File: config.mk
export PLATFORM = sky130hd
export DESIGN_NAME = bitplane_select
export DESIGN_NICKNAME = d
export VERILOG_FILES = /design/src/led_matrix_pkg.sv /design/src/bitplane_select.sv
export SDC_FILE = /design/constraint.sdc
export NUM_CORES = 1
export LEC_CHECK = 0
export BUFFER_PORTS_ARGS = -buffer_cell sky130_fd_sc_hd__buf_2
export CAP_MARGIN = 20
export CORE_AREA = 2 2 39 41
export DETAILED_ROUTE_END_ITERATION = 8
export DIE_AREA = 0 0 41 43
export RECOVER_POWER = 100
export SYNTH_ARGS = -nofsm -noshare
export SYNTH_HDL_FRONTEND = slang
export SYNTH_SLANG_ARGS = --single-unit
File: constraint.sdc
create_clock -name vclk -period 0.86
set_clock_uncertainty 0.05 [all_clocks]
set_input_delay 0.086 -clock vclk [all_inputs]
set_output_delay 0.086 -clock vclk [all_outputs]
set_load 0.02 [all_outputs]
File: src/led_matrix_pkg.sv
// shared types and constants for the HUB75 matrix driver
// pixel layout, scan position, write request and command opcodes
`default_nettype none

package led_matrix_pkg;

    localparam int PLANES = 2;   // bit planes per channel
    localparam int ADDR_W = 8;   // row and column fields are byte wide

    // command opcodes
    localparam logic [7:0] OP_WRITE  = 8'h57;
    localparam logic [7:0] OP_BRIGHT = 8'h42;
    localparam logic [7:0] OP_COLOR  = 8'h43;

    typedef logic [PLANES-1:0]         channel_t;
    typedef logic [PLANES-1:0]         plane_mask_t;
    typedef logic [$clog2(PLANES)-1:0] plane_t;
    typedef logic [2:0]                rgb_mask_t;   // bit 0 red, 1 green, 2 blue
    typedef logic [2:0]                rgb_out_t;    // same order as rgb_mask_t

    // red lands in bits 1:0, matching the write command's pixel byte
    typedef struct packed {
        channel_t blue;
        channel_t green;
        channel_t red;
    } pixel_t;

    typedef struct packed {
        pixel_t top;
        pixel_t bottom;
    } pixel_pair_t;

    typedef struct packed {
        logic [ADDR_W-1:0] col;
        logic [ADDR_W-1:0] row_pair;
        plane_t            plane;
    } scan_pos_t;

    typedef struct packed {
        logic              valid;
        logic              bank;       // 1 = bottom half
        logic [ADDR_W-1:0] row_pair;
        logic [ADDR_W-1:0] col;
        pixel_t            pixel;
    } wr_req_t;

endpackage

`default_nettype wire

File: src/bitplane_select.sv
// picks the current plane's bit from both pixels
// and gates it with the colour and plane enables
`timescale 1ns/10ps
`default_nettype none

module bitplane_select (
    input  led_matrix_pkg::pixel_pair_t pair,
    input  led_matrix_pkg::plane_t      plane,
    input  led_matrix_pkg::rgb_mask_t   rgb_mask,
    input  led_matrix_pkg::plane_mask_t plane_mask,
    output led_matrix_pkg::rgb_out_t    rgb_top,
    output led_matrix_pkg::rgb_out_t    rgb_bottom
);
    import led_matrix_pkg::*;

    rgb_out_t gate;   // channels allowed to light in this plane

    // one bit per channel, red in bit 0
    function automatic rgb_out_t plane_bits(input pixel_t px, input plane_t pl);
        return {px.blue[pl], px.green[pl], px.red[pl]};
    endfunction

    assign gate = rgb_mask & {$bits(rgb_out_t){plane_mask[plane]}};

    assign rgb_top    = plane_bits(pair.top, plane) & gate;
    assign rgb_bottom = plane_bits(pair.bottom, plane) & gate;

endmodule

`default_nettype wire

======== Word level (Yosys, flattened, before mapping) ========
Index checks and enable logic that the tools add are counted.
word-level totals
  output and inout port bits .............. 6
  register bits after elaboration ......... 0
  bits of input ports ..................... 18
operators by class
  magnitude comparators ................... 1
  bitwise logic cells ..................... 3
  muxes and demuxes ....................... 14
operator list
  operator              number
  $mux W1               14
  $and A3 B3 Y3         3
  $lt A1 B2 Y1 const B  1

======== Depth between registers and ports, before layout ========
  depth in word-level cells ............... 4
  mapped depth ............................ 3
  depth with buffers taken out ............ 2

======== Least setup slack after synthesis ========
No wires, ideal clock.
  path type ............................... input -> output
  from .................................... in plane
  to ...................................... out rgb_bottom[0]
  path slack .............................. 0.174 ns
  data required time ...................... 0.724 ns
  arrival ................................. 0.550 ns
  stages on the path ...................... 3
  path through ............................ buf_4 -> nand4b_1 -> nand2_1
between the ends
  longest elaborated chain between the ends .. 4
  elaborated cells on any way between the ends .. 6
RTL lines
  item                                         line                   source
  start, declared                              bitplane_select.sv:8   input led_matrix_pkg::plane_t plane,
  $mux W1 (not written as such) (2 in series)  bitplane_select.sv:23  assign gate = rgb_mask & {$bits(rgb_out_t){plane_mask[plane]}};
  $and A3 B3 Y3                                bitplane_select.sv:23
  $and A3 B3 Y3 (*)                            bitplane_select.sv:26  assign rgb_bottom = plane_bits(pair.bottom, plane) & gate;
  end, declared                                bitplane_select.sv:12  output led_matrix_pkg::rgb_out_t rgb_bottom
Every way passes the cells marked *; elsewhere a longest branch is shown, timed or not. The select of a mux whose other input is x is not followed.

======== Worst setup path after layout ========
  from .................................... in plane
  to ...................................... out rgb_top[2]
between the ends
  longest elaborated chain between the ends .. 4
  elaborated cells on any way between the ends .. 6
RTL lines
  item                                         line                   source
  $mux W1 (not written as such) (2 in series)  bitplane_select.sv:23
  $and A3 B3 Y3                                bitplane_select.sv:23
  $and A3 B3 Y3 (*)                            bitplane_select.sv:25  assign rgb_top = plane_bits(pair.top, plane) & gate;
  end, declared                                bitplane_select.sv:11  output led_matrix_pkg::rgb_out_t rgb_top,
Marks and branches as above.

==> impl_metrics.env <==
export IMPL_status="completed"
export IMPL_worstPathRequired_ps=720
export IMPL_slew_violations=0
export IMPL_dieArea_mm2=0.00176
export IMPL_coreArea_mm2=0.00138
export IMPL_ys_warnings_count=0
export IMPL_overflow=0
export IMPL_rsz0062_at_grt="false"
export IMPL_num_antenna_cells=0
export IMPL_grt_pass1_wl_um=752
export IMPL_die_h_um=43
export IMPL_dp_slack_ps=70.9
export IMPL_first_pass_iters=1
export IMPL_grt_max_degree=13
export IMPL_wl_per_cell_um=9.09
export IMPL_grt_usage_pct=5.79
export IMPL_routabilityCongestion=0.634
export IMPL_die_w_um=41
export IMPL_cts_setup_buffers=0
export IMPL_power_uw=108
export IMPL_worstPathArrival_ps=660
export IMPL_leakage_uw=0.000151
export IMPL_fin_tns_setup_ps=0
export IMPL_dpl_hpwl_um=463
export IMPL_post_drt_via_cell_ratio=4.28
export IMPL_worst_slew_pin_slew_ps=164
export IMPL_drt_total_wl_um=527
export IMPL_hold_buffers=0
export IMPL_clkbuf_count=0
export IMPL_area_growth_pct=110
export IMPL_final_layout_size_suffix_gt1_share_pct=57.1
export IMPL_ys_seq_area_share_pct=0
export IMPL_fmax_mhz=1260
export IMPL_synth_top_cell_area_share_pct=43.7
export IMPL_yosys_area_top_type="nand4b_1"
export IMPL_hold_viol=0
export IMPL_path_max_fanout=12
export IMPL_synth_nets=37
export IMPL_ff_latch_area_um2=0
export IMPL_initial_core_util_pct=8.68
export IMPL_drc=0
export IMPL_ir_worst_vdd_mv=0.112
export IMPL_flops_and_latches=0
export IMPL_grt_pass1_vias=196
export IMPL_nets=62
export IMPL_maxCapViolations=0
export IMPL_final_antenna_net_count=0
export IMPL_netlist_area_um2=120
export IMPL_worst_slack_ps=66.0
export IMPL_critical_path_class="primary input to output port"
export IMPL_final_util_pct=18.3
export IMPL_num_vias=248
export IMPL_synth_avg_cell_area_um2=6.32
export IMPL_finalCriticalPeriod_ps=794
export IMPL_antenna_found_initial=0
export IMPL_row_count=14
export IMPL_synthDistinctLibCells=4
export IMPL_setup_violations=0
export IMPL_start_kind="primary input"
export IMPL_endpoint_kind="output port"
export IMPL_io_buffers=24
export IMPL_synthCells=19
export IMPL_max_slew_margin_rel_pct=89.0
export IMPL_ys_top_cells_by_area="nand4b_1 (44%), nand4_1 (31%), nand2_1 (19%), buf_4 (6.3%)"
export IMPL_hold_ws_ps=461
export IMPL_ctsResizeCount=0
export IMPL_io_pins=24
export IMPL_hold_path_class="primary input to output port"
export IMPL_period_share_pct=92.3
export IMPL_drt_iter0_drc=0
export IMPL_powerDensity_mw_per_mm2=425
[placed cells by master, fill, tap and decap left out, drive strengths merged]
master	count
buf	20
clkbuf	4
nand2	6
nand4	6
nand4b	6
[critical path, stage by stage]
cell and delay [ps]:
buf_2 160, nand4b_1 180, nand2_1 70, clkbuf_2 160
[layer usage]
layer | vias up | routed length [um] | global-route usage [%]
met5 | - | 0 | 0
met4 | 0 | 0 | 0
li1 | 126 | - | -
met2 | 19 | 220 | 10.0
met3 | 0 | 90 | 0
met1 | 103 | 217 | 8.23
[cell usage after synthesis (all sizes together)]
cell and number:
buf 1, nand4 6, nand2 6, nand4b 6
[cells by family (layout without fill, tap and decap cells)]
family | Yosys count | count (layout) | synth area share, %
and+or+nand+nor | 18 | 18 | 93.8
buffers and inverters | 1 | 24 | 6.25
[worst paths after layout]
check	startpoint	end	slack, ps	cells after the start
hold / removal	pair[3]	rgb_bottom[1]	460	4
setup / recovery	plane	rgb_top[2]	70	4
[power breakdown]
group	switching, uW	internal (uW)
Combinational	57.8	49.7
Sequential	0	0
Clock	0	0
[stage by stage]
step                      cells  area, um2
after floorplan              19        120
final                        58        253
after global placement       58        253
after CTS                    58        253
after global routing         58        253
after detailed placement     58        253
[final cells by class]
class / count / area [um2]
tap: 16 / 20.0
timing repair buffer: 24 / 120
fill: 172 / 1130
multi-input combinational: 18 / 113
Note: power is estimated with default switching activity, not from simulation.
