--- config.mk ---
export PLATFORM = sky130hd
export DESIGN_NAME = pixel_fetch
export DESIGN_NICKNAME = d
export VERILOG_FILES = /design/src/led_matrix_pkg.sv /design/src/pixel_fetch.sv
export SDC_FILE = /design/constraint.sdc
export NUM_CORES = 1
export LEC_CHECK = 0
export BUFFER_PORTS_ARGS = -buffer_cell sky130_fd_sc_hd__buf_2
export CORE_MARGIN = 4
export CORE_UTILIZATION = 38
export CTS_CLUSTER_SIZE = 10
export DETAILED_ROUTE_END_ITERATION = 7
export MAX_ROUTING_LAYER = met4
export PLACE_DENSITY = 0.69
export SYNTH_ARGS = -nofsm -noshare
export SYNTH_HDL_FRONTEND = slang
export SYNTH_SLANG_ARGS = --single-unit
--- constraint.sdc ---
create_clock -name clk_root -period 1 [get_ports clk_root]
set_input_delay 0 -clock clk_root [delete_from_list [all_inputs] [get_ports clk_root]]
set_output_delay 0 -clock clk_root [all_outputs]
set_load 0.005 [all_outputs]
--- src/led_matrix_pkg.sv ---
// shared types and constants for the HUB75 matrix driver
// pixel layout, scan position, write request and command opcodes
`default_nettype none

package led_matrix_pkg;

    localparam int PLANES = 2;   // bit planes per channel
    localparam int ADDR_W = 8;   // row and column fields are byte wide

    // command opcodes
    localparam logic [7:0] OP_WRITE  = 8'h57;
    localparam logic [7:0] OP_BRIGHT = 8'h42;
    localparam logic [7:0] OP_COLOR  = 8'h43;

    typedef logic [PLANES-1:0]         channel_t;
    typedef logic [PLANES-1:0]         plane_mask_t;
    typedef logic [$clog2(PLANES)-1:0] plane_t;
    typedef logic [2:0]                rgb_mask_t;   // bit 0 red, 1 green, 2 blue
    typedef logic [2:0]                rgb_out_t;    // same order as rgb_mask_t

    // red lands in bits 1:0, matching the write command's pixel byte
    typedef struct packed {
        channel_t blue;
        channel_t green;
        channel_t red;
    } pixel_t;

    typedef struct packed {
        pixel_t top;
        pixel_t bottom;
    } pixel_pair_t;

    typedef struct packed {
        logic [ADDR_W-1:0] col;
        logic [ADDR_W-1:0] row_pair;
        plane_t            plane;
    } scan_pos_t;

    typedef struct packed {
        logic              valid;
        logic              bank;       // 1 = bottom half
        logic [ADDR_W-1:0] row_pair;
        logic [ADDR_W-1:0] col;
        pixel_t            pixel;
    } wr_req_t;

endpackage

`default_nettype wire

--- src/pixel_fetch.sv ---
// holds the pixel pair for the column being shifted
// plane index travels with the data through the memory latency
`timescale 1ns/10ps
`default_nettype none

module pixel_fetch (
    input  logic                        clk_root,
    input  logic                        rst_n,
    input  logic                        fetch,
    input  led_matrix_pkg::pixel_pair_t rd_pair,
    input  led_matrix_pkg::plane_t      plane,
    output led_matrix_pkg::pixel_pair_t pair,
    output led_matrix_pkg::plane_t      plane_q
);
    import led_matrix_pkg::*;

    logic   fetch_d;   // memory data valid this cycle
    plane_t plane_d;   // plane of the read in flight

    always_ff @(posedge clk_root or negedge rst_n) begin
        if (!rst_n) begin
            fetch_d <= 1'b0;
            plane_d <= '0;
            pair    <= '0;      // panel sees black until the first column lands
            plane_q <= '0;
        end else begin
            fetch_d <= fetch;
            if (fetch)
                plane_d <= plane;
            if (fetch_d) begin
                pair    <= rd_pair;
                plane_q <= plane_d;
            end
        end
    end

endmodule

`default_nettype wire

# --- Yosys cells after proc, flatten, opt, wreduce, memory -nomap -nowiden ---
# Index checks and enable logic that the tools add are counted.
totals:
  input_bits: 16
  output_inout_bits: 13
  word_cells: 9
  register_bits: 15

# --- Longest topological paths before layout ---
logic_depth:
  word_depth: 0
  ltp_mapped: 2
  mapped_depth_nobuf: 1

# --- Least setup slack after synthesis ---
# Ideal clock, no wire load.
synth_timing:
  kind: "flip-flop to flip-flop"
  start: "register fetch_d"
  end: "register pair[0] in the netlist's numbering"
  slack_ps: 15
  path_stages_with_launch: 3
  t_arrival_ps: 860
  setup_ps: 125
  required_ps: 875
  synth_period_minus_slack_ps: 985
  cell_sequence: "dfrtp_1 buf_6 mux2_4"
synth_rtl:
  columns: ["element", "line", "source"]
  rows:
  - ["start: declaration", "pixel_fetch.sv:17", "logic fetch_d;"]
  - ["start signal: assignment", "pixel_fetch.sv:27", "fetch_d <= fetch;"]
  - ["end signal: assignment", "pixel_fetch.sv:31", "pair <= rd_pair;"]
  - ["end: declaration", "pixel_fetch.sv:12", "output led_matrix_pkg::pixel_pair_t pair,"]
# No word-level cell between the ends.

# --- Final worst setup path ---
layout_timing:
  start: "register fetch_d"
  end: "register pair[6] in the netlist's numbering"
# No word-level cell between the ends.

==> results.sh <==
export IMPL_place_port_buffers=28
export IMPL_die_w_um=47.13
export IMPL_hpwl_um=832.2
export IMPL_drt_wl_total_um=1315
export IMPL_tightest_slew_ps=335.2
export IMPL_yosysWarnings=0
export IMPL_cp_max_fo=7
export IMPL_clkTransAtPathRegs_ps=90
export IMPL_h_tree_depth=1
export IMPL_core_area_mm2=0.001366
export IMPL_cp_num_buf_inv=1
export IMPL_cts_path_max_buffers=2
export IMPL_power_leakage_nw=0.4737
export IMPL_nFillCells=99
export IMPL_max_stage_delay_ps=380
export IMPL_slew_viol_final=0
export IMPL_path_class="register to register"
export IMPL_overflow=0
export IMPL_antenna_left=0
export IMPL_grt_pass1_vias=427
export IMPL_cp_start_kind="register"
export IMPL_initial_core_util_pct=42.58
export IMPL_rows=13
export IMPL_yosysUniqueCellTypes=4
export IMPL_p_per_area_mw_per_mm2=1399
export IMPL_netlist_instances=30
export IMPL_pin_count=29
export IMPL_fin_crit_ps=974.4
export IMPL_setup_tns_ps=0
export IMPL_cts_tree="built"
export IMPL_synth_nets=46
export IMPL_grt_usage_pct=13.91
export IMPL_cts_resized=0
export IMPL_final_setup_viol_count=0
export IMPL_clockRootBuffer="clkbuf_4"
export IMPL_layout_drive_gt1_share_pct=61.54
export IMPL_switching_share_pct=23.37
export IMPL_vias=410
export IMPL_layout_cells_non_filler=93
export IMPL_power_net_switching_w=0.0003015
export IMPL_hold_class="input pin to asynchronous set/reset pin"
export IMPL_fin_hold_ws_ps=150.5
export IMPL_multi_input_area_um2=195.2
export IMPL_clkPwrFrac_pct=25.9
export IMPL_fin_ws_ps=25.61
export IMPL_worstPathRequired_ps=1160
export IMPL_clock_sinks=15
export IMPL_place_gp_congestion=0.6943
export IMPL_end_kind="register"
export IMPL_dieArea_mm2=0.002221
export IMPL_timing_final_crit_share_pct=97.44
export IMPL_antenna_found_initial=0
export IMPL_p_int_w=0.0009888
export IMPL_grt_pass1_wl_um=2001
export IMPL_synth_avg_cell_area_um2=19.39
export IMPL_fp_dieH_um=47.13
export IMPL_postCtsSetupRepairBufs=0
export IMPL_clock_skew_final_ps=4.303
export IMPL_grt_start_max_net_pins=16
export IMPL_diodes=0
export IMPL_ys_ff_latch=15
export IMPL_cp_cell_sequence="buf_4, mux2_4"
export IMPL_syn_area_um2=581.8
export IMPL_regArea_um2=375.4
export IMPL_ir_worst_vdd_mv=0.9587
export IMPL_timing_fmax_mhz=1026
export IMPL_first_iter_violations=0
export IMPL_dp_slack_ps=39.53
export IMPL_hold_viol_final=0
export IMPL_pwr_share_comb_pct=20.0
export IMPL_placed_cells=74
export IMPL_rsz0062_at_grt="yes"
export IMPL_maxCapViolations=0
export IMPL_insertion_delay_ps=280
export IMPL_drt_wirelength_per_cell_um=14.14
export IMPL_cp_top_family="flip-flops"
export IMPL_p_seq_share_pct=54.1
export IMPL_drc=0
export IMPL_worst_path_max_delay_cell="dfrtp_1"
export IMPL_area_delta_synth_final_pct=58.49
export IMPL_nets=95
export IMPL_max_slew_margin_pct=77.65
export IMPL_via_per_inst=4.409
export IMPL_status="completed"
export IMPL_cts_buffers=3
export IMPL_critPathArrivalTime_ps=1140
export IMPL_firstDrtPassIters=1
export IMPL_yosysSeqAreaShare_pct=64.52
## layout make-up
| type | instances | share of cell area [%] |
|---|---|---|
| Clock inverter | 1 | 0.5427 |
| Sequential cell | 15 | 40.71 |
| Timing Repair Buffer | 45 | 33.11 |
| Clock buffer | 3 | 2.442 |
| Multi-Input combinational cell | 14 | 21.17 |
| Tap cell | 15 | 2.035 |
## flip-flops by register name, indices dropped and copies added (netlist names)
signal / flops
plane_q: 1
pair: 12
plane_d: 1
fetch_d: 1
## worst paths after layout
| check | from | endpoint | slack (ps) | depth (start not counted) |
|---|---|---|---|---|
| max | fetch_d | pair[6] | 30 | 2 |
| min | rst_n | pair[3] | 150 | 2 |
| max reg2reg | fetch_d | pair[6] | 30 | 2 |
| min reg2reg | pair[4] | pair[4] | 510 | 1 |
| max in group asynchronous | rst_n | pair[1] | 600 | 2 |
| min in group clk_root | fetch | fetch_d | 390 | 2 |
## per-layer routing
| layer | vias to the layer above | wire length (µm) | track usage (%) |
|---|---|---|---|
| met5 | - | 0 | - |
| met4 | 0 | 0 | 4.972 |
| met3 | 0 | 108 | 3.448 |
| met2 | 21 | 597 | 21.95 |
| met1 | 187 | 609 | 17.22 |
| li1 | 202 | - | - |
## placed cells by master, fill, tap and decap left out
master	Yosys	routed
mux2_2	4	4
dfrtp_1	15	15
dlygate4sd3_1	0	15
buf_4	0	2
buf_2	0	28
clkbuf_4	0	3
mux2_4	10	10
clkinv_2	0	1
## through the flow
stage                     utilization, %  area (µm²)  power [W]
final                              67.49       922.1   0.001290
after global placement             54.49       744.5  0.0009167
after floorplan                        -       581.8  0.0008117
after CTS                          67.49       922.1   0.001305
after global routing               67.49       922.1   0.001367
after detailed placement           54.49       744.5  0.0009211
## cell usage after synthesis
library cell,count,share of area (%)
dfrtp_1,15,65
mux2_4,10,26
mux2_2,4,7.7
buf_6,1,1.9
## power by group through the flow
stage,Sequential [W],Combinational [W],Clock (W)
after CTS,0.000698,0.000259,0.000347
after global placement,0.000709,0.000208,0
after detailed placement,0.000708,0.000214,0
final,0.000698,0.000258,0.000334
after global routing,0.000707,0.000278,0.000383
after floorplan,0.000715,0.0000969,0
## cell families (layout without fill, tap and decap cells)
family / Yosys count / count (layout) / synth area share, %
muxes: 14 / 14 / 33.55
buffers and inverters: 1 / 49 / 1.935
DFF: 15 / 15 / 64.52
## what timing repair did
| item | 4_1_cts | 5_1_grt |
|---|---|---|
| endpoints found under the setup margin | 0 | 5 |
| hold endpoints to repair | 29 | 0 |
| hold buffers | 15 | 0 |
Power figures use the tool's default switching activity.
