### config.mk
export PLATFORM = sky130hd
export DESIGN_NAME = cmd_decoder
export DESIGN_NICKNAME = d
export VERILOG_FILES = /design/src/led_matrix_pkg.sv /design/src/cmd_decoder.sv
export SDC_FILE = /design/constraint.sdc
export NUM_CORES = 1
export LEC_CHECK = 0
export BUFFER_PORTS_ARGS = -buffer_cell sky130_fd_sc_hd__buf_4
export CAP_MARGIN = 5
export CORE_MARGIN = 2
export CORE_UTILIZATION = 37
export DETAILED_ROUTE_END_ITERATION = 7
export MAX_ROUTING_LAYER = met4
export PLACE_DENSITY = 0.63
export RECOVER_POWER = 100
export SYNTH_ARGS = -nofsm -noshare
export SYNTH_HDL_FRONTEND = slang
export SYNTH_SLANG_ARGS = --single-unit
### constraint.sdc
create_clock -name clk_root -period 4.3 [get_ports clk_root]
set_input_delay 0.43 -clock clk_root [delete_from_list [all_inputs] [get_ports clk_root]]
set_output_delay 0.43 -clock clk_root [all_outputs]
set_load 0.005 [all_outputs]
### src/led_matrix_pkg.sv
// shared types and constants for the HUB75 matrix driver
// pixel layout, scan position, write request and command opcodes
`default_nettype none

package led_matrix_pkg;

    localparam int PLANES = 2;   // bit planes per channel
    localparam int ADDR_W = 8;   // row and column fields are byte wide

    // command opcodes
    localparam logic [7:0] OP_WRITE  = 8'h57;
    localparam logic [7:0] OP_BRIGHT = 8'h42;
    localparam logic [7:0] OP_COLOR  = 8'h43;

    typedef logic [PLANES-1:0]         channel_t;
    typedef logic [PLANES-1:0]         plane_mask_t;
    typedef logic [$clog2(PLANES)-1:0] plane_t;
    typedef logic [2:0]                rgb_mask_t;   // bit 0 red, 1 green, 2 blue
    typedef logic [2:0]                rgb_out_t;    // same order as rgb_mask_t

    // red lands in bits 1:0, matching the write command's pixel byte
    typedef struct packed {
        channel_t blue;
        channel_t green;
        channel_t red;
    } pixel_t;

    typedef struct packed {
        pixel_t top;
        pixel_t bottom;
    } pixel_pair_t;

    typedef struct packed {
        logic [ADDR_W-1:0] col;
        logic [ADDR_W-1:0] row_pair;
        plane_t            plane;
    } scan_pos_t;

    typedef struct packed {
        logic              valid;
        logic              bank;       // 1 = bottom half
        logic [ADDR_W-1:0] row_pair;
        logic [ADDR_W-1:0] col;
        pixel_t            pixel;
    } wr_req_t;

endpackage

`default_nettype wire

### src/cmd_decoder.sv
// command decoder, turns the strobed byte stream into frame writes
// and holds the colour and plane enable masks
`timescale 1ns/10ps
`default_nettype none

module cmd_decoder #(
    parameter int ROW_PAIRS = 16
) (
    input  logic                        clk_root,
    input  logic                        rst_n,
    input  logic [7:0]                  rx_byte,
    input  logic                        rx_strobe,
    output led_matrix_pkg::wr_req_t     wr_req,
    output led_matrix_pkg::rgb_mask_t   rgb_mask,
    output led_matrix_pkg::plane_mask_t plane_mask
);
    import led_matrix_pkg::*;

    localparam logic [ADDR_W-1:0] HALF_ROWS = ADDR_W'(ROW_PAIRS);

    logic [1:0]        byte_cnt;       // bytes of the current command seen
    logic [7:0]        opcode;
    logic [ADDR_W-1:0] row_q;
    logic [ADDR_W-1:0] col_q;
    logic              row_is_bottom;
    logic              wr_valid;
    logic              wr_bank;
    logic [ADDR_W-1:0] wr_row_pair;
    logic [ADDR_W-1:0] wr_col;
    pixel_t            wr_pixel;

    assign row_is_bottom = row_q >= HALF_ROWS;

    always_ff @(posedge clk_root or negedge rst_n) begin
        if (!rst_n) begin
            byte_cnt   <= '0;
            opcode     <= '0;
            wr_valid   <= 1'b0;
            rgb_mask   <= '1;      // everything lit until told otherwise
            plane_mask <= '1;
        end else begin
            wr_valid <= 1'b0;
            if (rx_strobe) begin
                case (byte_cnt)
                    2'd0: begin
                        // unknown opcodes simply fall on the floor
                        if (rx_byte == OP_WRITE || rx_byte == OP_BRIGHT ||
                            rx_byte == OP_COLOR) begin
                            opcode   <= rx_byte;
                            byte_cnt <= 2'd1;
                        end
                    end
                    2'd1: begin
                        byte_cnt <= (opcode == OP_WRITE) ? 2'd2 : 2'd0;
                        if (opcode == OP_BRIGHT)
                            plane_mask <= rx_byte[PLANES-1:0];
                        if (opcode == OP_COLOR)
                            rgb_mask <= rx_byte[$bits(rgb_mask_t)-1:0];
                    end
                    2'd2: byte_cnt <= 2'd3;    // column byte
                    default: begin
                        byte_cnt <= 2'd0;      // pixel byte, fire the write
                        wr_valid <= 1'b1;
                    end
                endcase
            end
        end
    end

    // argument bytes and the outgoing write payload
    always_ff @(posedge clk_root) begin
        if (rx_strobe) begin
            if (byte_cnt == 2'd1)
                row_q <= rx_byte;
            if (byte_cnt == 2'd2)
                col_q <= rx_byte;
            if (byte_cnt == 2'd3) begin
                wr_bank     <= row_is_bottom;
                wr_row_pair <= row_is_bottom ? row_q - HALF_ROWS : row_q;
                wr_col      <= col_q;
                wr_pixel    <= pixel_t'(rx_byte[$bits(pixel_t)-1:0]);
            end
        end
    end

    assign wr_req = '{valid: wr_valid, bank: wr_bank, row_pair: wr_row_pair,
                      col: wr_col, pixel: wr_pixel};

endmodule

`default_nettype wire

== Word level (Yosys, flattened, before mapping) ==
Index checks and enable logic that the tools add are counted.

* $add $sub $neg: 1
* Magnitude comparators: 1
* Eq/ne operators: 10
* Muxes and demuxes: 6
* Reductions and logical operators: 11

{| class="wikitable"
|+ Operators by type and width
! kind !! count
|-
| $eq 8x7->1 const B || 6
|-
| $reduce_and 3->1 || 3
|-
| $ge 8x5->1 const B || 1
|-
| $mux 8 || 1
|-
| $reduce_and 2->1 || 4
|-
| $sub 8x5->8 const B || 1
|-
| $pmux 2 s3 || 1
|-
| $eq 2x2->1 const B || 2
|-
| $mux 2 || 2
|-
| $reduce_or 3->1 || 1
|-
| $eq 2x1->1 const B || 1
|-
| $logic_not 2->1 || 1
|-
| $logic_or 1x1->1 || 2
|-
| $mux 1 || 2
|-
| $ne 2x2->1 const B || 1
|}

* Bits in registers: 55
* Input bits: 11
* Output and inout bits: 29
* Logic and storage cells: 42

== Logic depth before layout (Yosys ltp) ==
* Word-level depth: 5
* Mapped depth: 5
* Gate-level depth less buffers: 5

== Worst setup path before layout ==
OpenSTA, ideal clock, no wires.

* Path type: reg2reg
* Start: register row_q[4]
* End: register wr_row_pair[4] (data pin)
* Setup time: 258 ps
* Arrival: 1313 ps
* Data required time: 4042 ps
* Setup slack: 2729 ps
* Stages on the path, launching flop included: 6
* Path buffers: 0
* Period minus slack after synthesis: 1571 ps
* Cell sequence: edfxtp_1 inv_1 ha_1 or3b_1 a21o_1 xnor2_1

* Word-level cells in the longest chain between the ends: 2
* Elaborated cells between the ends (all ways): 3
* Those cells by class: 1 x add/sub; 1 x order compare; 1 x mux

{| class="wikitable"
|+ RTL lines
! what !! RTL line !! source
|-
| start, declared || cmd_decoder.sv:23 || <nowiki>logic [ADDR_W-1:0] row_q;</nowiki>
|-
| start signal, assigned || cmd_decoder.sv:74 || <nowiki>row_q <= rx_byte;</nowiki>
|-
| $ge 8x5->1 || cmd_decoder.sv:32 || <nowiki>assign row_is_bottom = row_q >= HALF_ROWS;</nowiki>
|-
| net row_is_bottom || cmd_decoder.sv:25 || <nowiki>logic row_is_bottom;</nowiki>
|-
| $mux 8 || cmd_decoder.sv:79 || <nowiki>wr_row_pair <= row_is_bottom ? row_q - HALF_ROWS : row_q;</nowiki>
|-
| end signal, assigned || cmd_decoder.sv:79 ||
|-
| end, declared || cmd_decoder.sv:28 || <nowiki>logic [ADDR_W-1:0] wr_row_pair;</nowiki>
|}

The timed path passes the listed nets, and every way through them passes these cells.
A chain may end at the register's enable or synchronous reset.

== Worst setup path after layout ==
* Start: register byte_cnt[0]
* End: register wr_pixel, in the netlist wr_req[4] (enable)

* Word-level cells in the longest chain between the ends: 2

{| class="wikitable"
|+ RTL lines
! what !! RTL line !! source
|-
| start, declared || cmd_decoder.sv:21 || <nowiki>logic [1:0] byte_cnt;</nowiki>
|-
| start signal, assigned || cmd_decoder.sv:54 || <nowiki>byte_cnt <= (opcode == OP_WRITE) ? 2'd2 : 2'd0;</nowiki>
|-
| $eq 2x2->1 || cmd_decoder.sv:77 || <nowiki>if (byte_cnt == 2'd3) begin</nowiki>
|-
| $reduce_and 2->1 (no source line) || - ||
|-
| end signal, assigned || cmd_decoder.sv:81 || <nowiki>wr_pixel <= pixel_t'(rx_byte[$bits(pixel_t)-1:0]);</nowiki>
|-
| end, declared || cmd_decoder.sv:30 || <nowiki>pixel_t wr_pixel;</nowiki>
|}

Every way passes these cells.

==> reports/results.txt <==
status: finished clean
setup skew after layout: 0.00665 ns
vias: 1064
Max VDD drop: 206 uV
yosys warns: 0
Startpoint Class: flip-flop
crit path DAT: 1.62 ns
Internal: 0.759 mW
Reg2Reg Setup Slack: 2.61 ns
cells on worst reg2reg path: 1
pin count of the biggest net entering global routing: 25
drt wl/cell: 14.1 um
crit-path max FO: 24
final worst path period share: 39.3%
switching pwr: 0.183 mW
DIE AREA: 6110 sq um
Resize count post-CTS: 0
# DRC: 0
CP delay by family, top: simple AND/OR/NAND/NOR gates
RSZ-0062 raised after global routing: false
Seq/Total Area, Yosys: 77.5%
Crit Path Class: flip-flop to flip-flop
first-pass GRT wire length: 5180 um
Area Overhead vs Synth: 21.5%
Yosys cell types: 32
initial antenna violation count: 0
power density cells: 381 nW/um^2
Ports: 40
Rows: 27
GPL Wtd Cong: 0.732
Hold Path Class: primary input to flip-flop
fraction of registers with async set/reset: 29.1%
nets: 165
CP max stage cell: and3_1
Starting Density: 37.7%
Tmin final: 1.69 ns
largest area contributor in the netlist: edfxtp_1
final wirelength: 3180 um
DP Wirelength: 2290 um
H-tree levels: 2
DIE HEIGHT: 78.2 um
1st-pass router iterations: 4
Mapped Cells: 107
GRT overflow: 0
most area-consuming cells after synthesis: edfxtp_1 (57%), dfrtp_1 (14%), dfstp_2 (6.4%)
core area: 5410 sq um
gr usage total: 11.4%
die width: 78.2 um
CTS buffer count: 5
Synth Net Count: 120
Final TNS setup: 0 ns
Crit. path cell count: 1
fmax: 0.591 GHz
number of max-cap violations: 0
CTS tree: yes
slowest stage delay, CP: 0.89 ns
worst-margin pin slew: 1.07 ns
clk slew on worst S/H paths: 0.10 ns
clock buffer depth: 2
Synth Flop Type: edfxtp_1
CP Cell Sequence: and3_1
clock share of power: 35.5%
port bufs: 39
hold path cells: 1
Root Driver: clkbuf_8
antenna cells: 0
1st-iter DRT viols: 18
layout cells sized above 1: 36.6%
PnR worst setup slack: 2.61 ns
clk sinks: 55
vias in the first global route: 1088
syn_area_per_cell: 19.0 sq um
Slew headroom: 28.6%
Vias/cell: 4.73
final hold vios: 0
Slew Limit Fails: 0
Synth Register Bits: 55
count of flip-flops with a built-in enable after synthesis: 39
Post-DRT Antenna Nets: 0
Switching Share: 19.4%
dpl ws: 2.46 ns
Worst setup EP type: flip-flop
CP bufs+invs: 0
required time of the critical path: 4.23 ns
synthesized area: 2040 sq um
Worst-Skew Late Latency: 0.30 ns
setup violators final: 0
combinational share of power: 3.1%
sequential power share: 61.4%
Leak: 0.970 nW
Commonest cells post-synth: edfxtp_1 (39), dfrtp_1 (11), mux2_2 (8)
count leader, synth: edfxtp_1
share of the synthesized area in the top cell type: 57.5%
==> sequential cells by signal, indices dropped and copies added, names as in the netlist <==
signal / flops
row_q: 8
wr_bank: 1
wr_col: 8
opcode: 8
wr_req: 6
wr_row_pair: 8
plane_mask: 2
wr_valid: 1
byte_cnt: 2
rgb_mask: 3
col_q: 8
==> routing by layer <==
metal	GRT usage (%)	up-vias	wire [um]
li1	-	501	-
met1	12.9	516	1290
met2	18.7	39	1620
met3	4.71	8	228
met4	3.16	0	44
met5	-	-	0
==> cells by family after synthesis <==
logic type               count (synthesis)  share of synthesized area [%]
AO/OA/AOI/OAI                           11                           4.24
XOR/XNOR                                 1                          0.430
adder cells (fa/ha/maj)                  2                           1.23
buffers and inverters                    5                           1.29
flip-flops                              55                           77.5
multiplexers                             9                           4.91
AND/OR/NAND/NOR                         24                           10.4
==> final timing paths <==
| path | startpoint | end |
|---|---|---|
| max | byte_cnt[0] | wr_req[4] |
| min | rx_byte[6] | col_q[6] |
| max reg2reg | byte_cnt[0] | wr_req[4] |
| min reg2reg | col_q[4] | wr_col[4] |
| max in group asynchronous | rst_n | opcode[7] |
| min in group asynchronous | rst_n | byte_cnt[1] |
==> cells in the final DEF (no fill, tap or decap), drive strengths merged, types with 2 or more instances in the layout <==
| cell | synthesis | routed |
|---|---|---|
| inv | 3 | 3 |
| dfrtp | 11 | 11 |
| o21ai | 3 | 3 |
| mux2 | 8 | 8 |
| nand4b | 2 | 2 |
| clkinv | 0 | 2 |
| and3b | 2 | 2 |
| nor2 | 2 | 2 |
| clkbuf | 0 | 43 |
| a21oi | 2 | 2 |
| nor4b | 2 | 2 |
| a21boi | 2 | 2 |
| and2 | 3 | 3 |
| or2b | 2 | 2 |
| edfxtp | 39 | 39 |
| and3 | 2 | 2 |
| dfstp | 5 | 5 |
| nand2b | 2 | 2 |
| ha | 2 | 2 |
==> power groups by stage <==
stage,Combinational [mW],Sequential (mW),Clock (mW)
2_1_floorplan,0.0149,0.588,0
3_3_place_gp,0.0323,0.589,0
3_5_place_dp,0.0337,0.590,0
4_1_cts,0.0346,0.578,0.344
5_1_grt,0.0325,0.579,0.365
6_report,0.0293,0.578,0.334
==> final cells by class <==
cell class                 instances  area [sq um]
inverter                           3          11.3
timing repair buffer              40           265
tap                               72          90.1
sequential                        55          1580
fill                             501          2930
clock buffer                       5          68.8
clock inverter                     3          43.8
multi-input combinational         47           418
==> stage by stage <==
| stage | util, % | std cells | total power, mW | area [sq um] | hold WS, ns |
|---|---|---|---|---|---|
| finish | 45.8 | 225 | 0.942 | 2470 | 0.381 |
| global route | 45.8 | 225 | 0.977 | 2470 | 0.384 |
| CTS | 46.8 | 225 | 0.956 | 2530 | 0.317 |
| detailed placement | 44.5 | 216 | 0.623 | 2400 | 0.295 |
| global placement | 44.5 | 216 | 0.621 | 2400 | 0.292 |
| floorplan | - | 107 | 0.603 | 2040 | 0.134 |
==> repair_timing <==
item | in CTS | in global routing
hold buffers | 1 | 0
hold endpoints to repair | 11 | 0
setup buffers | 0 | 0
Note: power is estimated with default switching activity, not from simulation.
