## src/led_matrix_pkg.sv

```systemverilog
// shared types and constants for the HUB75 matrix driver
// pixel layout, scan position, write request and command opcodes
`default_nettype none

package led_matrix_pkg;

    localparam int PLANES = 2;   // bit planes per channel
    localparam int ADDR_W = 8;   // row and column fields are byte wide

    // command opcodes
    localparam logic [7:0] OP_WRITE  = 8'h57;
    localparam logic [7:0] OP_BRIGHT = 8'h42;
    localparam logic [7:0] OP_COLOR  = 8'h43;

    typedef logic [PLANES-1:0]         channel_t;
    typedef logic [PLANES-1:0]         plane_mask_t;
    typedef logic [$clog2(PLANES)-1:0] plane_t;
    typedef logic [2:0]                rgb_mask_t;   // bit 0 red, 1 green, 2 blue
    typedef logic [2:0]                rgb_out_t;    // same order as rgb_mask_t

    // red lands in bits 1:0, matching the write command's pixel byte
    typedef struct packed {
        channel_t blue;
        channel_t green;
        channel_t red;
    } pixel_t;

    typedef struct packed {
        pixel_t top;
        pixel_t bottom;
    } pixel_pair_t;

    typedef struct packed {
        logic [ADDR_W-1:0] col;
        logic [ADDR_W-1:0] row_pair;
        plane_t            plane;
    } scan_pos_t;

    typedef struct packed {
        logic              valid;
        logic              bank;       // 1 = bottom half
        logic [ADDR_W-1:0] row_pair;
        logic [ADDR_W-1:0] col;
        pixel_t            pixel;
    } wr_req_t;

endpackage

`default_nettype wire

```

## src/scan_timer.sv

```systemverilog
// scan sequencer, divides clk_root into matrix ticks and steps
// shift, latch and display over columns, row pairs and planes
`timescale 1ns/10ps
`default_nettype none

module scan_timer #(
    parameter int COLS         = 64,
    parameter int ROW_PAIRS    = 16,
    parameter int TICK_DIV     = 4,
    parameter int DISPLAY_BASE = 8
) (
    input  logic                         clk_root,
    input  logic                         rst_n,
    output led_matrix_pkg::scan_pos_t    pos,
    output logic                         fetch,
    output logic                         clk_pixel,
    output logic                         row_latch,
    output logic                         output_enable,
    output logic [$clog2(ROW_PAIRS)-1:0] row_addr
);
    import led_matrix_pkg::*;

    localparam int C_W   = $clog2(COLS);
    localparam int RP_W  = $clog2(ROW_PAIRS);
    localparam int DIV_W = $clog2(TICK_DIV);
    localparam int ON_W  = $clog2(DISPLAY_BASE << (PLANES - 1)) + 1;

    localparam logic [2:0] PH_IDLE     = 3'd0;   // only right after reset
    localparam logic [2:0] PH_SHIFT_LO = 3'd1;   // column fetched, clock low
    localparam logic [2:0] PH_SHIFT_HI = 3'd2;
    localparam logic [2:0] PH_LATCH    = 3'd3;
    localparam logic [2:0] PH_DISPLAY  = 3'd4;

    logic [DIV_W-1:0] div_cnt;
    logic             tick;
    logic [2:0]       phase;
    logic [C_W-1:0]   col_cnt;
    logic [RP_W-1:0]  row_cnt;
    plane_t           plane;
    logic [ON_W-1:0]  on_cnt;      // display ticks left
    logic [ON_W-1:0]  on_time;

    assign tick    = div_cnt == DIV_W'(TICK_DIV - 1);
    assign on_time = ON_W'(DISPLAY_BASE) << plane;   // binary weighting

    always_ff @(posedge clk_root or negedge rst_n) begin
        if (!rst_n) begin
            div_cnt       <= '0;
            phase         <= PH_IDLE;
            col_cnt       <= '0;
            row_cnt       <= '0;
            plane         <= '0;
            on_cnt        <= '0;
            fetch         <= 1'b0;
            clk_pixel     <= 1'b0;
            row_latch     <= 1'b0;
            output_enable <= 1'b0;
            row_addr      <= '0;
        end else begin
            fetch   <= 1'b0;
            div_cnt <= tick ? '0 : div_cnt + 1'b1;
            if (tick) begin
                case (phase)
                    PH_IDLE: begin
                        fetch <= 1'b1;                 // column 0 of the first row
                        phase <= PH_SHIFT_LO;
                    end
                    PH_SHIFT_LO: begin
                        clk_pixel <= 1'b1;
                        phase     <= PH_SHIFT_HI;
                    end
                    PH_SHIFT_HI: begin
                        clk_pixel <= 1'b0;
                        if (col_cnt == C_W'(COLS - 1)) begin
                            row_latch <= 1'b1;
                            row_addr  <= row_cnt;      // the row just shifted in
                            phase     <= PH_LATCH;
                        end else begin
                            col_cnt <= col_cnt + 1'b1;
                            fetch   <= 1'b1;
                            phase   <= PH_SHIFT_LO;
                        end
                    end
                    PH_LATCH: begin
                        row_latch     <= 1'b0;
                        output_enable <= 1'b1;
                        on_cnt        <= on_time - 1'b1;
                        phase         <= PH_DISPLAY;
                    end
                    PH_DISPLAY: begin
                        if (on_cnt == '0) begin
                            output_enable <= 1'b0;
                            col_cnt       <= '0;
                            fetch         <= 1'b1;     // next row starts shifting
                            phase         <= PH_SHIFT_LO;
                            if (row_cnt == RP_W'(ROW_PAIRS - 1)) begin
                                row_cnt <= '0;
                                plane   <= (plane == plane_t'(PLANES - 1)) ? '0 : plane + 1'b1;
                            end else begin
                                row_cnt <= row_cnt + 1'b1;
                            end
                        end else begin
                            on_cnt <= on_cnt - 1'b1;
                        end
                    end
                    default: phase <= PH_IDLE;
                endcase
            end
        end
    end

    assign pos = '{col: ADDR_W'(col_cnt), row_pair: ADDR_W'(row_cnt), plane: plane};

endmodule

`default_nettype wire

```

## config.mk

```make
export PLATFORM = sky130hd
export DESIGN_NAME = scan_timer
export DESIGN_NICKNAME = d
export VERILOG_FILES = /design/src/led_matrix_pkg.sv /design/src/scan_timer.sv
export SDC_FILE = /design/constraint.sdc
export NUM_CORES = 1
export LEC_CHECK = 0
export BUFFER_PORTS_ARGS = -buffer_cell sky130_fd_sc_hd__buf_2
export CORE_ASPECT_RATIO = 1.75
export CORE_UTILIZATION = 48
export CTS_CLUSTER_DIAMETER = 80
export DETAILED_ROUTE_END_ITERATION = 10
export PLACE_DENSITY_LB_ADDON = 0.08
export SYNTH_ARGS = -nofsm -noshare
export SYNTH_HDL_FRONTEND = slang
export SYNTH_SLANG_ARGS = --single-unit
```

## constraint.sdc

```tcl
create_clock -name clk_root -period 3.7 [get_ports clk_root]
set_input_delay 0.74 -clock clk_root [delete_from_list [all_inputs] [get_ports clk_root]]
set_output_delay 0.74 -clock clk_root [all_outputs]
set_load 0.05 [all_outputs]
```

[Word-level counts from Yosys, hierarchy flattened]
Cells that the tools add are included.
Operators by class
  add/sub/neg operators: 6
  equal/unequal tests: 11
  shift operators: 1
  multiplexer cells: 20
  reduce and logical (&&, ||, !) cells: 15
Operator list (count)
  $pmux 3 s5: 1
  $reduce_and 3->1: 5
  $mux 6: 2
  $pmux 6 s2: 1
  $pmux 5 s2: 1
  $sub 5x1->5 const B: 2
  $ne 2x2->1 const B: 4
  $reduce_and 4->1: 2
  $reduce_bool 2->1: 4
  $add 6x1->6 const B: 1
  $eq 3x2->1 const B: 2
  $eq 6x6->1 const B: 1
  $mux 1: 6
  $pmux 1 s2: 3
  $logic_not 5->1: 1
  $mux 5: 1
  $shl 4x1->5 const A: 1
  $add 4x1->4 const B: 1
  $eq 4x4->1 const B: 1
  $mux 2: 2
  $mux 4: 1
  $reduce_and 2->1: 2
  $eq 3x1->1 const B: 1
  $eq 3x3->1 const B: 1
  6 further kinds: 6
Storage, ports and cells
  bits in registers: 29
  input bits: 2
  output and inout port bits: 25
  logic and storage cells: 64

[Longest topological paths before layout]
  depth after elaboration: 4
  gate-level depth with buffers: 8
  gate-level depth less buffers: 7

[Worst setup path after synthesis]
OpenSTA, ideal clock, no wires.
  path type: reg-to-reg
  start: reg col_cnt[0]
  end: reg col_cnt[3]
  library setup time: 0.068 ns
  data arrival time: 2.040 ns
  required time: 3.632 ns
  setup slack: 1.591 ns
  stages on the path, launching flop included: 7
  path buffers: 1
  period minus slack after synthesis: 2.109 ns
  path through: dfrtp_1 -> ha_1 -> and3_1 -> a31o_2 -> clkbuf_1 -> or4_1 -> nand2_1
Between the ends
  cells in the longest elaborated chain, start to end: 3
  elaborated cells between the ends (all ways): 6
  those cells by class: 1 x add/sub; 2 x eq/ne; 2 x mux; 1 x reduce/logical
Ends and longest elaborated chain
  from (decl): line scan_timer.sv:37  | logic [C_W-1:0] col_cnt;
  from (signal assigned): line scan_timer.sv:79  | col_cnt <= col_cnt + 1'b1;
  $add 6x1->6 / $eq 6x6->1 (equally long branches): line scan_timer.sv:79, scan_timer.sv:74
  $mux 6 / $ne 2x2->1 (equally long branches)
  $pmux 6 s2 / $reduce_and 4->1 (equally long branches)
Parallel ways exist; a longest one is shown, timed or not. The select of a mux whose other input is x is not followed.
A chain may end at the register's enable or synchronous reset.

[Worst setup path in the final report]
  start: reg div_cnt[0]
  end: reg row_cnt[3]
Between the ends
  cells in the longest elaborated chain, start to end: 2
Ends and longest elaborated chain
  from (decl): line scan_timer.sv:34  | logic [DIV_W-1:0] div_cnt;
  from (signal assigned): line scan_timer.sv:61  | div_cnt <= tick ? '0 : div_cnt + 1'b1;
  $eq 2x2->1: line scan_timer.sv:43  | assign tick = div_cnt == DIV_W'(TICK_DIV - 1);
  $reduce_and 3->1 (no line)
  to (signal assigned): line scan_timer.sv:100  | row_cnt <= row_cnt + 1'b1;
  to (decl): line scan_timer.sv:38  | logic [RP_W-1:0] row_cnt;
No other way between the ends.

==> results by group <==
Clock network
  – Total CTS buffers: 5
  – Htree depth: 2
  – CTS Root Cell: clkbuf_8
  – Clock Path Buffers: 2
  – Resize count post-CTS: 0
  – Clock Latency Late Sink: 0.28 ns
  – CTS Hold Buffers Added: 0
  – Clk pin slew, worst setup/hold paths: roughly 0.06 ns
  – Setup Fix Bufs, Post-CTS: 0
  – CTS sink cnt: 29
  – CTS tree: yes

Setup path
  – CP endpoint kind: flip-flop
  – Critical Path RT: approximately 3.9 ns
  – Crit path launch type: flip-flop
  – Crit path DAT: ~2.5 ns
  – Worst-path fanout max: 12
  – Worst flop-to-flop path endpoint: row_cnt[3]
  – Setup Crit Path Kind: flip-flop to flip-flop
  – Reg2Reg Depth: 5
  – R2R Setup Slk: ~1.4 ns
  – RR Startpoint: div_cnt[0]

STA
  – Final Setup Violations: 0
  – Slew margin rel.: about two fifths
  – Final hold vios: 0
  – Fmax: between 400 and 500 MHz
  – Worst slew pin tran: between 0.8 and 0.9 ns
  – Slew Limit Fails: 0
  – Final hold slack: between 0.4 and 0.5 ns
  – RSZ-0062 raised after global routing: no
  – Final cycle utilization of the critical path: approximately 62%
  – Setup TNS: 0 ns
  – Final Critical Period: between 2 and 2.5 ns
  – Setup Skew: between 0.005 and 0.006 ns

Route
  – Residual DRC count: 0
  – Pre-antenna DRT Iters: 4
  – Post-Route WL: 3080 µm
  – Vias per cell: between 5 and 6
  – Final ANT Viol Nets: 0
  – Iteration-0 DRC Markers: between 40 and 50
  – Wire per inst: roughly 14 µm
  – Via count: roughly 1,200

Placement
  – Port Buf Inserts: 20
  – DP Area: between 0.0015 and 0.002 mm²
  – Gpl congestion: roughly 0.81
  – Post-DP HPWL: about 2300 µm

Synth
  – Netlist Area Pre-Place: 0.00156 mm²
  – Main flop type after synthesis: dfrtp_1
  – Sequential-to-total area share from yosys stat: roughly 46%
  – Synth area leaders: dfrtp_1 (46%), mux2_2 (4.3%), nand2_1 (4.1%), buf_4 (3.4%), ha_1 (3.2%)
  – Post-Synthesis Cells: 158
  – #FFs+latches synth: 29
  – Mean post-synth cell area: between 9 and 10 µm²
  – Synth cell types: 49
  – Post-synth EDFFs: 0
  – Synth warn: 0
  – Synth async-reset ratio: between 90% and 100%
  – Area leader, netlist: dfrtp_1
  – Area share of the largest cell type after synthesis: between 40% and 50%

Hold path
  – Hold EP: div_cnt[0]
  – Min-Delay Path Depth: 1
  – Hold Crit Start: div_cnt[0]
  – Min-delay worst type: flip-flop to flip-flop

GRT
  – Number of global-route vias before repair: 1,175
  – Largest net degree at the start of global routing: 30
  – Antenna violations before repair: 0
  – First-pass GRT wire length: roughly 5200 µm
  – Gr usage total: about 20%
  – GRT overflow: 0

Floorplan
  – Full die area: 0.00350 mm²
  – Row count: 27
  – Starting Density: 50.3%
  – Core area: 0.00311 mm²
  – Die span in y: about 78 µm
  – I/O Pins: 27
  – Die W: between 40 and 50 µm

Pwr
  – Peak VDD IR: roughly 0.20 mV
  – Pwr dens: roughly 360 mW/mm²
  – Leakage power: 0.857 nW
  – Power, Total: 0.621 mW

Final layout
  – Layout Nets: 182
  – Share of cells above drive strength 1: between 20% and 30%
  – Ant. Diodes: 0
  – Post-Layout Inst Area: between 0.0015 and 0.002 mm²
  – Layout Area Growth over Synthesis: 11.9%

Run status
  – Status: complete, no violations

Job
  – Max_cap viols: 0
-- per-stage QoR --
| step | setup WS [ns] | cells | util, % |
|---|---|---|---|
| after floorplan | 1.59 | 163 | - |
| after global placement | 1.49 | 212 | 53.1 |
| after detailed placement | 1.41 | 212 | 53.1 |
| after CTS | 1.40 | 220 | 56.3 |
| after global routing | 1.17 | 220 | 56.3 |
| final | 1.42 | 220 | 56.3 |
-- worst max path at each step --
stage / start / end / slack [ns] / cells after the start
detailed placement: div_cnt[0] / row_cnt[3] / 1.41 / 5
CTS: div_cnt[0] / row_cnt[3] / 1.40 / 5
global placement: div_cnt[0] / col_cnt[5] / 1.49 / 5
finish: div_cnt[0] / row_cnt[3] / 1.42 / 5
global route: div_cnt[0] / row_cnt[3] / 1.17 / 5
floorplan: col_cnt[0] / col_cnt[3] / 1.59 / 6
-- cell usage after synthesis (all sizes together), types with 4 or more instances --
master and n:
or4 5, nor2 13, nand3 7, inv 6, mux2 6, buf 9, o21ai 7, a21oi 7
clkbuf 5, nand2 17, ha 4, dfrtp 29
-- per-layer routing --
layer	track usage [%]	part of all wire (%)	wire, µm	up-vias
met5	0	0	0	-
met4	9.09	3.0	91	0
met3	5.58	2.9	88	10
met2	34.5	55	1690	25
met1	22.1	39	1200	562
li1	-	-	-	590
-- worst max-delay path, cell delays in order (launching register included) --
cell,delay [ns]
dfrtp_1,0.35
ha_1,0.37
or2b_2,0.37
nor4_1,0.76
nand2_1,0.12
o31ai_1,0.23
-- layout make-up --
cell class | count | area [µm²]
Sequential cell | 29 | 726
Clock inverter | 1 | 5.00
Tap cell | 43 | 53.8
Clock buffer | 7 | 96.3
Timing Repair Buffer | 20 | 100
Fill cell | 298 | 1360
Multi-Input combinational cell | 114 | 747
Inverter | 6 | 22.5
-- power breakdown --
group          internal (mW)  switching, mW  leakage [nW]  total [mW]
clock                  0.168          0.117        0.0542       0.285
combinational       0.000378         0.0192         0.422      0.0196
sequential             0.317              0         0.380       0.317
-- flip-flops by register name (all words and copies together), names as in the netlist --
| signal | cells |
|---|---|
| col_cnt | 6 |
| on_cnt | 5 |
| row_addr | 4 |
| row_cnt | 4 |
| phase | 3 |
| div_cnt | 2 |
| clk_pixel | 1 |
| fetch | 1 |
| output_enable | 1 |
| plane | 1 |
| row_latch | 1 |
-- cell usage in the layout, fill, tap and decap left out, drive strengths merged, types with 2 or more instances in the layout --
cell type | synthesis | final
or4 | 5 | 5
nor2 | 13 | 13
a21o | 2 | 2
nor3b | 2 | 2
o211ai | 2 | 2
dfrtp | 29 | 29
o22ai | 3 | 3
clkbuf | 5 | 7
nand3 | 7 | 7
nand2 | 17 | 17
a21oi | 7 | 7
and3 | 2 | 2
o21ai | 7 | 7
conb | 1 | 6
o21a | 2 | 2
mux2 | 6 | 6
inv | 6 | 6
ha | 4 | 4
a31o | 2 | 2
or2b | 2 | 2
o311ai | 2 | 2
buf | 9 | 20
o31ai | 3 | 3
-- kinds of logic after synthesis --
kind of cell	Yosys count	share of synthesized area (%)
XOR/XNOR	2	1.12
buffers and inverters	20	7.04
other	1	0.240
AND/OR/NAND/NOR	58	19.8
adder cells (fa/ha/maj)	4	3.20
AO/OA/AOI/OAI	37	17.2
flip-flops	29	46.4
multiplexers	7	4.96
No activity file was read; power rests on OpenSTA's default activity.
